--- src/design/aluPkg.sv ---
`default_nettype none

package aluPkg;

    // operand and result width
    localparam int DATA_W = 16;

    // data word carried on operands and results
    typedef logic [DATA_W-1:0] word_t;

    // four-bit operation code, sixteen functions
    typedef logic [3:0] opcode_t;

    // arithmetic group
    localparam opcode_t OP_ADD = 4'd0;
    localparam opcode_t OP_SUB = 4'd1;
    // low half of the product only
    localparam opcode_t OP_MUL = 4'd2;
    // divide by zero gives all ones
    localparam opcode_t OP_DIV = 4'd3;

    // shift and rotate group, always by one bit
    localparam opcode_t OP_SHL = 4'd4;
    localparam opcode_t OP_SHR = 4'd5;
    localparam opcode_t OP_ROL = 4'd6;
    localparam opcode_t OP_ROR = 4'd7;

    // bitwise group
    localparam opcode_t OP_AND = 4'd8;
    localparam opcode_t OP_OR = 4'd9;
    localparam opcode_t OP_XOR = 4'd10;
    localparam opcode_t OP_NOR = 4'd11;

    // inverted bitwise group
    localparam opcode_t OP_NAND = 4'd12;
    localparam opcode_t OP_XNOR = 4'd13;

    // compare group, result is 1 or 0
    // unsigned compare
    localparam opcode_t OP_GT = 4'd14;
    localparam opcode_t OP_EQ = 4'd15;

endpackage

`default_nettype wire

--- src/design/aluArray.sv ---
`default_nettype none

module aluArray #(
    parameter int LANES = 4
) (
    input  wire logic              clk,
    input  wire logic              rstN,
    // command port
    input  wire logic              cmdValid,
    output logic                   cmdReady,
    input  wire aluPkg::opcode_t   cmdOp,
    input  wire aluPkg::word_t     cmdA,
    input  wire aluPkg::word_t     cmdB,
    // result port
    output logic                   resValid,
    input  wire logic              resReady,
    output aluPkg::word_t          resData
);

    import aluPkg::*;

    // dispatcher to lanes
    logic [LANES-1:0]  laneInValid;
    logic [LANES-1:0]  laneInReady;
    opcode_t           laneOp;
    word_t             laneA;
    word_t             laneB;

    // lanes to collector
    logic [LANES-1:0]  laneOutValid;
    logic [LANES-1:0]  laneOutReady;
    word_t [LANES-1:0] laneOutData;

    // round-robin command steering
    opDispatch #(
        .LANES (LANES)
    ) dispatch (
        .clk         (clk),
        .rstN        (rstN),
        .cmdValid    (cmdValid),
        .cmdReady    (cmdReady),
        .cmdOp       (cmdOp),
        .cmdA        (cmdA),
        .cmdB        (cmdB),
        .laneInValid (laneInValid),
        .laneInReady (laneInReady),
        .laneOp      (laneOp),
        .laneA       (laneA),
        .laneB       (laneB)
    );

    // identical lanes on the shared operand bus
    for (genvar i = 0; i < LANES; i++) begin : gLane
        aluLane lane (
            .clk      (clk),
            .rstN     (rstN),
            .inValid  (laneInValid[i]),
            .inReady  (laneInReady[i]),
            .op       (laneOp),
            .a        (laneA),
            .b        (laneB),
            .outValid (laneOutValid[i]),
            .outReady (laneOutReady[i]),
            .outData  (laneOutData[i])
        );
    end

    // in-order drain of lane results
    resultCollect #(
        .LANES (LANES)
    ) collect (
        .clk          (clk),
        .rstN         (rstN),
        .laneOutValid (laneOutValid),
        .laneOutData  (laneOutData),
        .laneOutReady (laneOutReady),
        .resValid     (resValid),
        .resReady     (resReady),
        .resData      (resData)
    );

endmodule

`default_nettype wire

--- src/design/aluLane.sv ---
`default_nettype none

module aluLane (
    input  wire logic              clk,
    input  wire logic              rstN,
    // command in
    input  wire logic              inValid,
    output logic                   inReady,
    input  wire aluPkg::opcode_t   op,
    input  wire aluPkg::word_t     a,
    input  wire aluPkg::word_t     b,
    // result out
    output logic                   outValid,
    input  wire logic              outReady,
    output aluPkg::word_t          outData
);

    import aluPkg::*;

    // combinational result of the current command
    word_t aluResult;
    logic  inFire;

    // sixteen-function ALU on the shared operands
    always_comb begin
        case (op)
            OP_ADD: begin
                aluResult = a + b;
            end
            OP_SUB: begin
                aluResult = a - b;
            end
            OP_MUL: begin
                // upper product bits are dropped
                aluResult = a * b;
            end
            OP_DIV: begin
                // zero divisor saturates
                if (b == '0) begin
                    aluResult = '1;
                end else begin
                    aluResult = a / b;
                end
            end
            OP_SHL: begin
                aluResult = a << 1;
            end
            OP_SHR: begin
                aluResult = a >> 1;
            end
            OP_ROL: begin
                aluResult = {a[DATA_W-2:0], a[DATA_W-1]};
            end
            OP_ROR: begin
                aluResult = {a[0], a[DATA_W-1:1]};
            end
            OP_AND: begin
                aluResult = a & b;
            end
            OP_OR: begin
                aluResult = a | b;
            end
            OP_XOR: begin
                aluResult = a ^ b;
            end
            OP_NOR: begin
                aluResult = ~(a | b);
            end
            OP_NAND: begin
                aluResult = ~(a & b);
            end
            OP_XNOR: begin
                aluResult = ~(a ^ b);
            end
            OP_GT: begin
                aluResult = (a > b) ? word_t'(1) : word_t'(0);
            end
            OP_EQ: begin
                aluResult = (a == b) ? word_t'(1) : word_t'(0);
            end
            default: begin
                aluResult = '0;
            end
        endcase
    end

    // room when empty or when the held result leaves this cycle
    assign inReady = !outValid || outReady;
    assign inFire  = inValid && inReady;

    // valid flag of the one-entry buffer
    always_ff @(posedge clk or negedge rstN) begin
        if (!rstN) begin
            outValid <= 1'b0;
        end else if (inFire) begin
            outValid <= 1'b1;
        end else if (outReady) begin
            outValid <= 1'b0;
        end
    end

    // payload of the one-entry buffer
    always_ff @(posedge clk) begin
        if (inFire) begin
            outData <= aluResult;
        end
    end

endmodule

`default_nettype wire

--- src/design/opDispatch.sv ---
`default_nettype none

module opDispatch #(
    parameter int LANES = 4
) (
    input  wire logic                   clk,
    input  wire logic                   rstN,
    // command side
    input  wire logic                   cmdValid,
    output logic                        cmdReady,
    input  wire aluPkg::opcode_t        cmdOp,
    input  wire aluPkg::word_t          cmdA,
    input  wire aluPkg::word_t          cmdB,
    // lane side
    output logic [LANES-1:0]            laneInValid,
    input  wire logic [LANES-1:0]       laneInReady,
    output aluPkg::opcode_t             laneOp,
    output aluPkg::word_t               laneA,
    output aluPkg::word_t               laneB
);

    // pointer needs at least one bit, even with a single lane
    localparam int PTR_W = (LANES > 1) ? $clog2(LANES) : 1;

    typedef logic [PTR_W-1:0] laneIdx_t;

    // index of the highest lane, where the pointer wraps
    localparam laneIdx_t LAST_LANE = laneIdx_t'(LANES - 1);

    // lane that takes the next command
    laneIdx_t dispPtr;
    logic     cmdFire;

    // shared bus, only the pointed lane sees valid
    assign laneOp = cmdOp;
    assign laneA  = cmdA;
    assign laneB  = cmdB;

    // one-hot valid toward the pointed lane
    always_comb begin
        laneInValid          = '0;
        laneInValid[dispPtr] = cmdValid;
    end

    // back-pressure comes from the pointed lane alone
    assign cmdReady = laneInReady[dispPtr];
    assign cmdFire  = cmdValid && cmdReady;

    // round-robin step on each accepted command
    always_ff @(posedge clk or negedge rstN) begin
        if (!rstN) begin
            dispPtr <= '0;
        end else if (cmdFire) begin
            if (dispPtr == LAST_LANE) begin
                dispPtr <= '0;
            end else begin
                dispPtr <= dispPtr + 1'b1;
            end
        end
    end

endmodule

`default_nettype wire

--- src/design/resultCollect.sv ---
`default_nettype none

module resultCollect #(
    parameter int LANES = 4
) (
    input  wire logic                        clk,
    input  wire logic                        rstN,
    // lane side
    input  wire logic [LANES-1:0]            laneOutValid,
    input  wire aluPkg::word_t [LANES-1:0]   laneOutData,
    output logic [LANES-1:0]                 laneOutReady,
    // result side
    output logic                             resValid,
    input  wire logic                        resReady,
    output aluPkg::word_t                    resData
);

    import aluPkg::*;

    // same pointer width rule as the dispatcher
    localparam int PTR_W = (LANES > 1) ? $clog2(LANES) : 1;

    typedef logic [PTR_W-1:0] laneIdx_t;

    localparam laneIdx_t LAST_LANE = laneIdx_t'(LANES - 1);

    // lane holding the oldest result
    laneIdx_t collPtr;
    word_t    selData;
    logic     resFire;

    // output mux under the pointer
    assign selData  = laneOutData[collPtr];
    assign resData  = selData;
    assign resValid = laneOutValid[collPtr];
    assign resFire  = resValid && resReady;

    // ready reaches the pointed lane only
    always_comb begin
        laneOutReady          = '0;
        laneOutReady[collPtr] = resReady;
    end

    // rotation matches the dispatcher, so command order holds
    always_ff @(posedge clk or negedge rstN) begin
        if (!rstN) begin
            collPtr <= '0;
        end else if (resFire) begin
            if (collPtr == LAST_LANE) begin
                collPtr <= '0;
            end else begin
                collPtr <= collPtr + 1'b1;
            end
        end
    end

endmodule

`default_nettype wire

--- config.mk ---
export PLATFORM = sky130hd
export DESIGN_NAME = aluArray
export DESIGN_NICKNAME = d
export VERILOG_FILES = /design/src/design/aluPkg.sv /design/src/design/aluArray.sv /design/src/design/aluLane.sv /design/src/design/opDispatch.sv /design/src/design/resultCollect.sv
export SDC_FILE = /design/constraint.sdc
export NUM_CORES = 1
export LEC_CHECK = 0
export ABC_CLOCK_PERIOD_IN_PS = 7750
export BUFFER_PORTS_ARGS = -buffer_cell sky130_fd_sc_hd__clkbuf_2
export CAP_MARGIN = 25
export CORE_MARGIN = 2
export CORE_UTILIZATION = 40
export DETAILED_ROUTE_END_ITERATION = 10
export GPL_TIMING_DRIVEN = 0
export PLACE_DENSITY = 0.55
export SYNTH_ARGS = -nofsm -noshare
export SYNTH_HDL_FRONTEND = slang
export SYNTH_SLANG_ARGS = --single-unit
--- constraint.sdc ---
create_clock -name clk -period 7.75 [get_ports clk]
set_input_delay 0 -clock clk [delete_from_list [all_inputs] [get_ports clk]]
set_output_delay 0 -clock clk [all_outputs]
set_load 0.005 [all_outputs]
* Yosys cells after proc, flatten, opt, wreduce, memory -nomap -nowiden *
Cells that the tools add are included.

cells by class
  add/subtract/negate cells = 4
  bitwise gates (word level) = 8
  div/mod/pow operators = 1
  equal/unequal tests = 18
  multiply operators = 1
  reduce and logical (&&, ||, !) cells = 22
  multiplexer cells = 24
  order comparisons = 5

operator list
  kind                                                                   number
  16-bit case mux with 16 select lines                                   1
  16-bit NOT                                                             3
  16-bit binary-select mux with 2-bit select                             1
  4-bit == test (second input constant)                                  8
  16-bit 2-to-1 mux                                                      2
  16-bit adder                                                           1
  16-bit bitwise AND                                                     1
  16-bit by 16-bit divider with 16-bit output                            1
  16-bit == test                                                         1
  4-bit by 3-bit == test with 1-bit output (second input constant)       4
  16-bit > comparator                                                    1
  16-bit logical NOT                                                     1
  16-bit by 16-bit multiplier with 16-bit output                         1
  16-bit bitwise OR                                                      1
  16-bit subtractor                                                      1
  16-bit XOR                                                             1
  1-bit 2-to-1 mux                                                       14
  4-bit bitwise AND                                                      2
  4-bit by 2-bit == test with 1-bit output (second input constant)       2
  1-bit logical AND                                                      8
  2-bit nonzero test                                                     4
  2-bit by 3-bit < comparator with 1-bit output (second input constant)  2
  2-bit by 1-bit adder with 2-bit output (second input constant)         2
  1-bit binary-select mux with 2-bit select                              2
  other kinds (8)                                                        18

word-level totals
  word-level logic and storage cells = 93
  bits in registers = 72
  input bits = 40
  output and inout port bits = 18

* Depth between registers and ports, before layout *
  depth in word-level cells = 9
  mapped depth = 136
  depth with buffers taken out = 124

* Modules after synthesis *
Synthesis repeated with hierarchy kept, for this count alone.

unflattened totals
  cells, all modules = 8103
  area total of the unflattened synthesis = 59737.3 µm²

by module, submodules not included
  module                    seq. area each (µm²)  cells an instance  times used  area each (µm²)
  aluLane at gLane[2].lane  505.5                 2012               1           14849.2
  aluLane at gLane[0].lane  505.5                 2024               1           14791.7
  aluLane at gLane[3].lane  505.5                 1982               1           14500.2
  aluLane at gLane[1].lane  505.5                 1977               1           14445.1
  resultCollect             50.0                  46                 1           654.4
  opDispatch                50.0                  62                 1           496.7

* Worst setup path before layout *
Ideal clock, no wire load.

  kind = input-to-reg
  start = input cmdB[0]
  end = register gLane[0].lane.outData[0] (data pin)
  data arrival time = 25.977 ns
  stages = 122
  setup time = 0.187 ns
  required time = 7.563 ns
  setup slack = -18.414 ns
  buffers on the path = 14
  cells stage by stage = clkbuf_1 > inv_1 > ha_1 > nor2_1 > nor2_1 > nand2_1 > nand2_1 > o21ai_0 > ha_1 > o21a_1 > or2_2 > a31oi_1 > nor2_1 > ha_1 > o21a_1 > o31ai_1 > nor2_1 > o31ai_1 > (+86 left out) > nand2_1 > ha_1 > a21o_1 > a21oi_1 > o211ai_1 > o211ai_1 > o22ai_1 > o41a_1 > o21ai_0 > a21o_1 > buf_1 > mux2_2 > ha_1 > nand4_1 > or4_1 > a21oi_1 > o21ai_0 > a31oi_1

between the ends
  cells in the longest elaborated chain, start to end = 3
  elaborated cells on any way between the ends = 17
  classes of those cells = add/sub: 2; mul: 1; div: 1; order compare: 1; eq/ne: 1; mux: 4; bitwise: 6; reduce/logical: 1

RTL lines
  element                                                              line            text
  start: declaration                                                   aluArray.sv:13  input wire aluPkg::word_t cmdB,
  16-bit by 16-bit divider with 16-bit output (tied with other cells)  aluLane.sv:42   aluResult = a / b;
  16-bit 2-to-1 mux (tied with other cells)                            aluLane.sv:39   if (b == '0) begin
  16-bit case mux with 16 select lines (*)                             aluLane.sv:26   case (op)
  named net gLane[0].lane.aluResult[0]                                 aluLane.sv:21   word_t aluResult;
  end signal: assignment                                               aluLane.sv:105  outData <= aluResult;
  end: declaration                                                     aluLane.sv:15   output aluPkg::word_t outData

The timed path passes the listed nets; every way through them passes the cells marked *.
A chain may end at the register's enable or synchronous reset.

* Final worst setup path *
  start = input cmdB[8]
  end = register gLane[0].lane.outData[0] (data pin)

between the ends
  cells in the longest elaborated chain, start to end = 3
  elaborated cells on any way between the ends = 8
  classes of those cells = div: 1; order compare: 1; eq/ne: 1; mux: 4; reduce/logical: 1

RTL lines
  element                                                              line
  16-bit by 16-bit divider with 16-bit output (tied with other cells)  aluLane.sv:42
  16-bit 2-to-1 mux (tied with other cells)                            aluLane.sv:39
  16-bit case mux with 16 select lines (*)                             aluLane.sv:26
  named net gLane[0].lane.aluResult[0]                                 aluLane.sv:21

Marked as above.

==> results_dict.tcl <==
set metrics [dict create \
    finalHoldViolCount 0 \
    ioPinCount 58 \
    syn_to_final_growth_pct 39.3 \
    violations "setup timing" \
    endpoint_kind "register" \
    worst_hold_slack_ps 49.8 \
    finalCritPeriodShare_pct 307 \
    fmax_ghz 0.0421 \
    synth-edff-count 64 \
    worst_slack_ps -16020 \
    final_cell_mix "buf_4 (259), nand2_1 (203), ha_1 (185)" \
    clkLatencyLatePin_ps 320 \
    worstMarginPinSlew_ps 1120 \
    grt_pass1_wl_mm 104 \
    pwr-share-clk_pct 9.2 \
    ir_worst_vdd_v 0.000337 \
    layout_commonest_cell "buf_4" \
    total_power_mw 4.46 \
    routedWlPerCell_um 23.6 \
    final_cells 2989 \
    placed_cell_area_um2 18600 \
    placed_cells 2691 \
    critPathMostFrequentCell "ha_4" \
    hpwl_mm 51.3 \
    synthArstFlopShare_pct 11.1 \
    cts_tree "built" \
    cts_num_sinks 72 \
    power.internal_mw 2.31 \
    portBuffers 56 \
    stdcell_area_um2 23200 \
    slew_violations 0 \
    synth_area_um2 16600 \
    routabilityCongestion 0.955 \
    dr.first_iter.drc_count 1520 \
    synthCells 2094 \
    cts_made_buffers 9 \
    via_count 18000 \
    via_per_inst 6.03 \
    required_ps 7790 \
    worst_setup_path_start_kind "primary input" \
    hold_class "in -> async" \
    fp.dieW_um 208 \
    n_fill_cell 3649 \
    fin_crit_ps 23770 \
    seqPwrFrac_pct 12.6 \
    core_area_um2 40900 \
    skew_ps 7.61 \
    drive_gt1_share_pct 30.9 \
    rsz0062_at_grt "true" \
    num_antenna_cells 0 \
    root_buffer "clkbuf_16" \
    start_util_pct 40.6 \
    p_switching_mw 2.15 \
    cap_violations 0 \
    outcome "finished, violations left" \
    synth_cell_types 89 \
    swShare_pct 48.2 \
    synth_seq_area_share_pct 12.8 \
    ys.flop_type "edfxtp_1" \
    grt_usage_pct 30.9 \
    max_stage_delay_ps 440 \
    die_area_um2 43200 \
    slew_headroom_pct 24.9 \
    overflow 0 \
    synth-seq-cells 72 \
    htree_levels 3 \
    wl_mm 70.6 \
    antenna_found_initial 2 \
    p_leak_nw 9.91 \
    drcViolationCount 0 \
    die_height_um 208 \
    syn_avg_cell_area_um2 7.94 \
    firstDrtPassIters 5 \
    grt_pass1_vias 17700 \
    critPathKind "in -> reg" \
    power_frac_comb_pct 78.1 \
    critPathArrivalTime_ps 23810 \
    syn_nets 2460 \
    nets 2818 \
    num_rows 74 \
    grt_max_degree 25 \
    setup_violations 40 \
    crit_slowest_cell "or4_4" \
    clk_pin_slew_ps 60 \
    path_max_fanout 9 \
    ant_nets 0 \
    cts_buffer_depth 2 \
    synth_warnings 0 \
    power.density_nw_per_um2 193 \
]
==> critical path, delay by kind of cell <==
family / cells / cell delay (ps)
compound gates: 52 / 9450
fa+ha+maj: 15 / 3940
simple gates: 38 / 6500
mux: 3 / 940
buf+inv: 22 / 2860
==> per-stage QoR <==
stage               setup WS [ps]  TNS, ps  utilization, %
global route               -16920  -370720            56.6
floorplan                  -14880  -307700               -
detailed placement         -20750  -479960            45.4
global placement           -20770  -486610            44.9
CTS                        -15490  -323100            53.7
finish                     -16020  -344100            56.6
==> final timing paths <==
kind / start / endpoint / slack, ps / cells after the start
hold / removal: rstN / gLane[2].lane.outValid$_DFFE_PN0P_ / 50 / 2
max in group asynchronous: rstN / collect.collPtr[1]$_DFFE_PN0P_ / 7520 / 2
setup / recovery: cmdB[8] / gLane[0].lane.outData[0]$_DFFE_PP_ / -16020 / 130
hold reg to reg: gLane[3].lane.outValid$_DFFE_PN0P_ / gLane[3].lane.outValid$_DFFE_PN0P_ / 540 / 2
min in group clk: resReady / gLane[3].lane.outValid$_DFFE_PN0P_ / 70 / 4
setup reg to reg: collect.collPtr[0]$_DFFE_PN0P_ / dispatch.dispPtr[1]$_DFFE_PN0P_ / 4340 / 9
==> power by group through the flow <==
stage / sequential, mW / combinational [mW] / clock (mW)
after floorplan: 0.560 / 2.17 / 0
after global placement: 0.569 / 2.98 / 0
after global routing: 0.570 / 3.79 / 0.441
final: 0.563 / 3.48 / 0.411
after detailed placement: 0.571 / 3.06 / 0
after CTS: 0.564 / 3.34 / 0.419
==> registers in the layout, summed over array words and instances, names as in the netlist <==
name                 cells
gLane.lane.outValid      4
collect.collPtr          2
dispatch.dispPtr         2
gLane.lane.outData      64
==> cells in the mapped netlist, drive strengths merged (29+ instances only) <==
cell type  number  area (um2)
o21a           31         233
fa             82        1640
nand2         222         833
a21oi         137         686
nor3           61         315
o21ai         125         626
ha            244        3050
clkbuf         82         308
nor2          197         739
a21o           32         240
inv           188         706
xor2           45         394
edfxtp         64        1920
xnor2          88         771
o211ai         29         218
nand3          31         155
==> routing by layer <==
| layer | vias up | GRT usage (%) | routed length, um |
|---|---|---|---|
| met5 | - | 0 | 13 |
| met4 | 2 | 9.51 | 2960 |
| met3 | 192 | 3.62 | 5360 |
| met2 | 810 | 52.3 | 32900 |
| met1 | 8814 | 41.2 | 29400 |
| li1 | 8195 | - | - |
==> final cells by class <==
type / count / area [um2] / share of cell area [%]
Buffer: 89 / 581 / 2.51
Clock buffer: 9 / 225 / 0.973
Clock inverter: 7 / 80.1 / 0.346
Inverter: 192 / 787 / 3.40
Multi-Input combinational cell: 1731 / 15800 / 68.4
Sequential cell: 72 / 2120 / 9.17
Tap cell: 532 / 666 / 2.88
Timing Repair Buffer: 354 / 2840 / 12.3
Timing Repair inverter: 3 / 18.8 / 0.0811
==> kinds of logic (layout without fill, tap and decap cells) <==
kind of cell    count (synthesis)  in the layout  share of synthesized area, %
compound gates                559            559                          21.9
buf+inv                       291            654                          6.71
xor+xnor                      133            133                          7.01
fa+ha+maj                     326            326                          28.2
flops                          72             72                          12.8
mux                            65             65                          5.48
simple gates                  648            648                          17.9
==> what timing repair did <==
item	in CTS	in global routing
setup buffers	208	74
endpoints found under the setup margin	48	44
pin swaps	132	149
cloned	9	3
gates resized for setup	278	130
hold buffers	2	0
hold endpoints to repair	12	0
No activity file was read; power rests on OpenSTA's default activity.
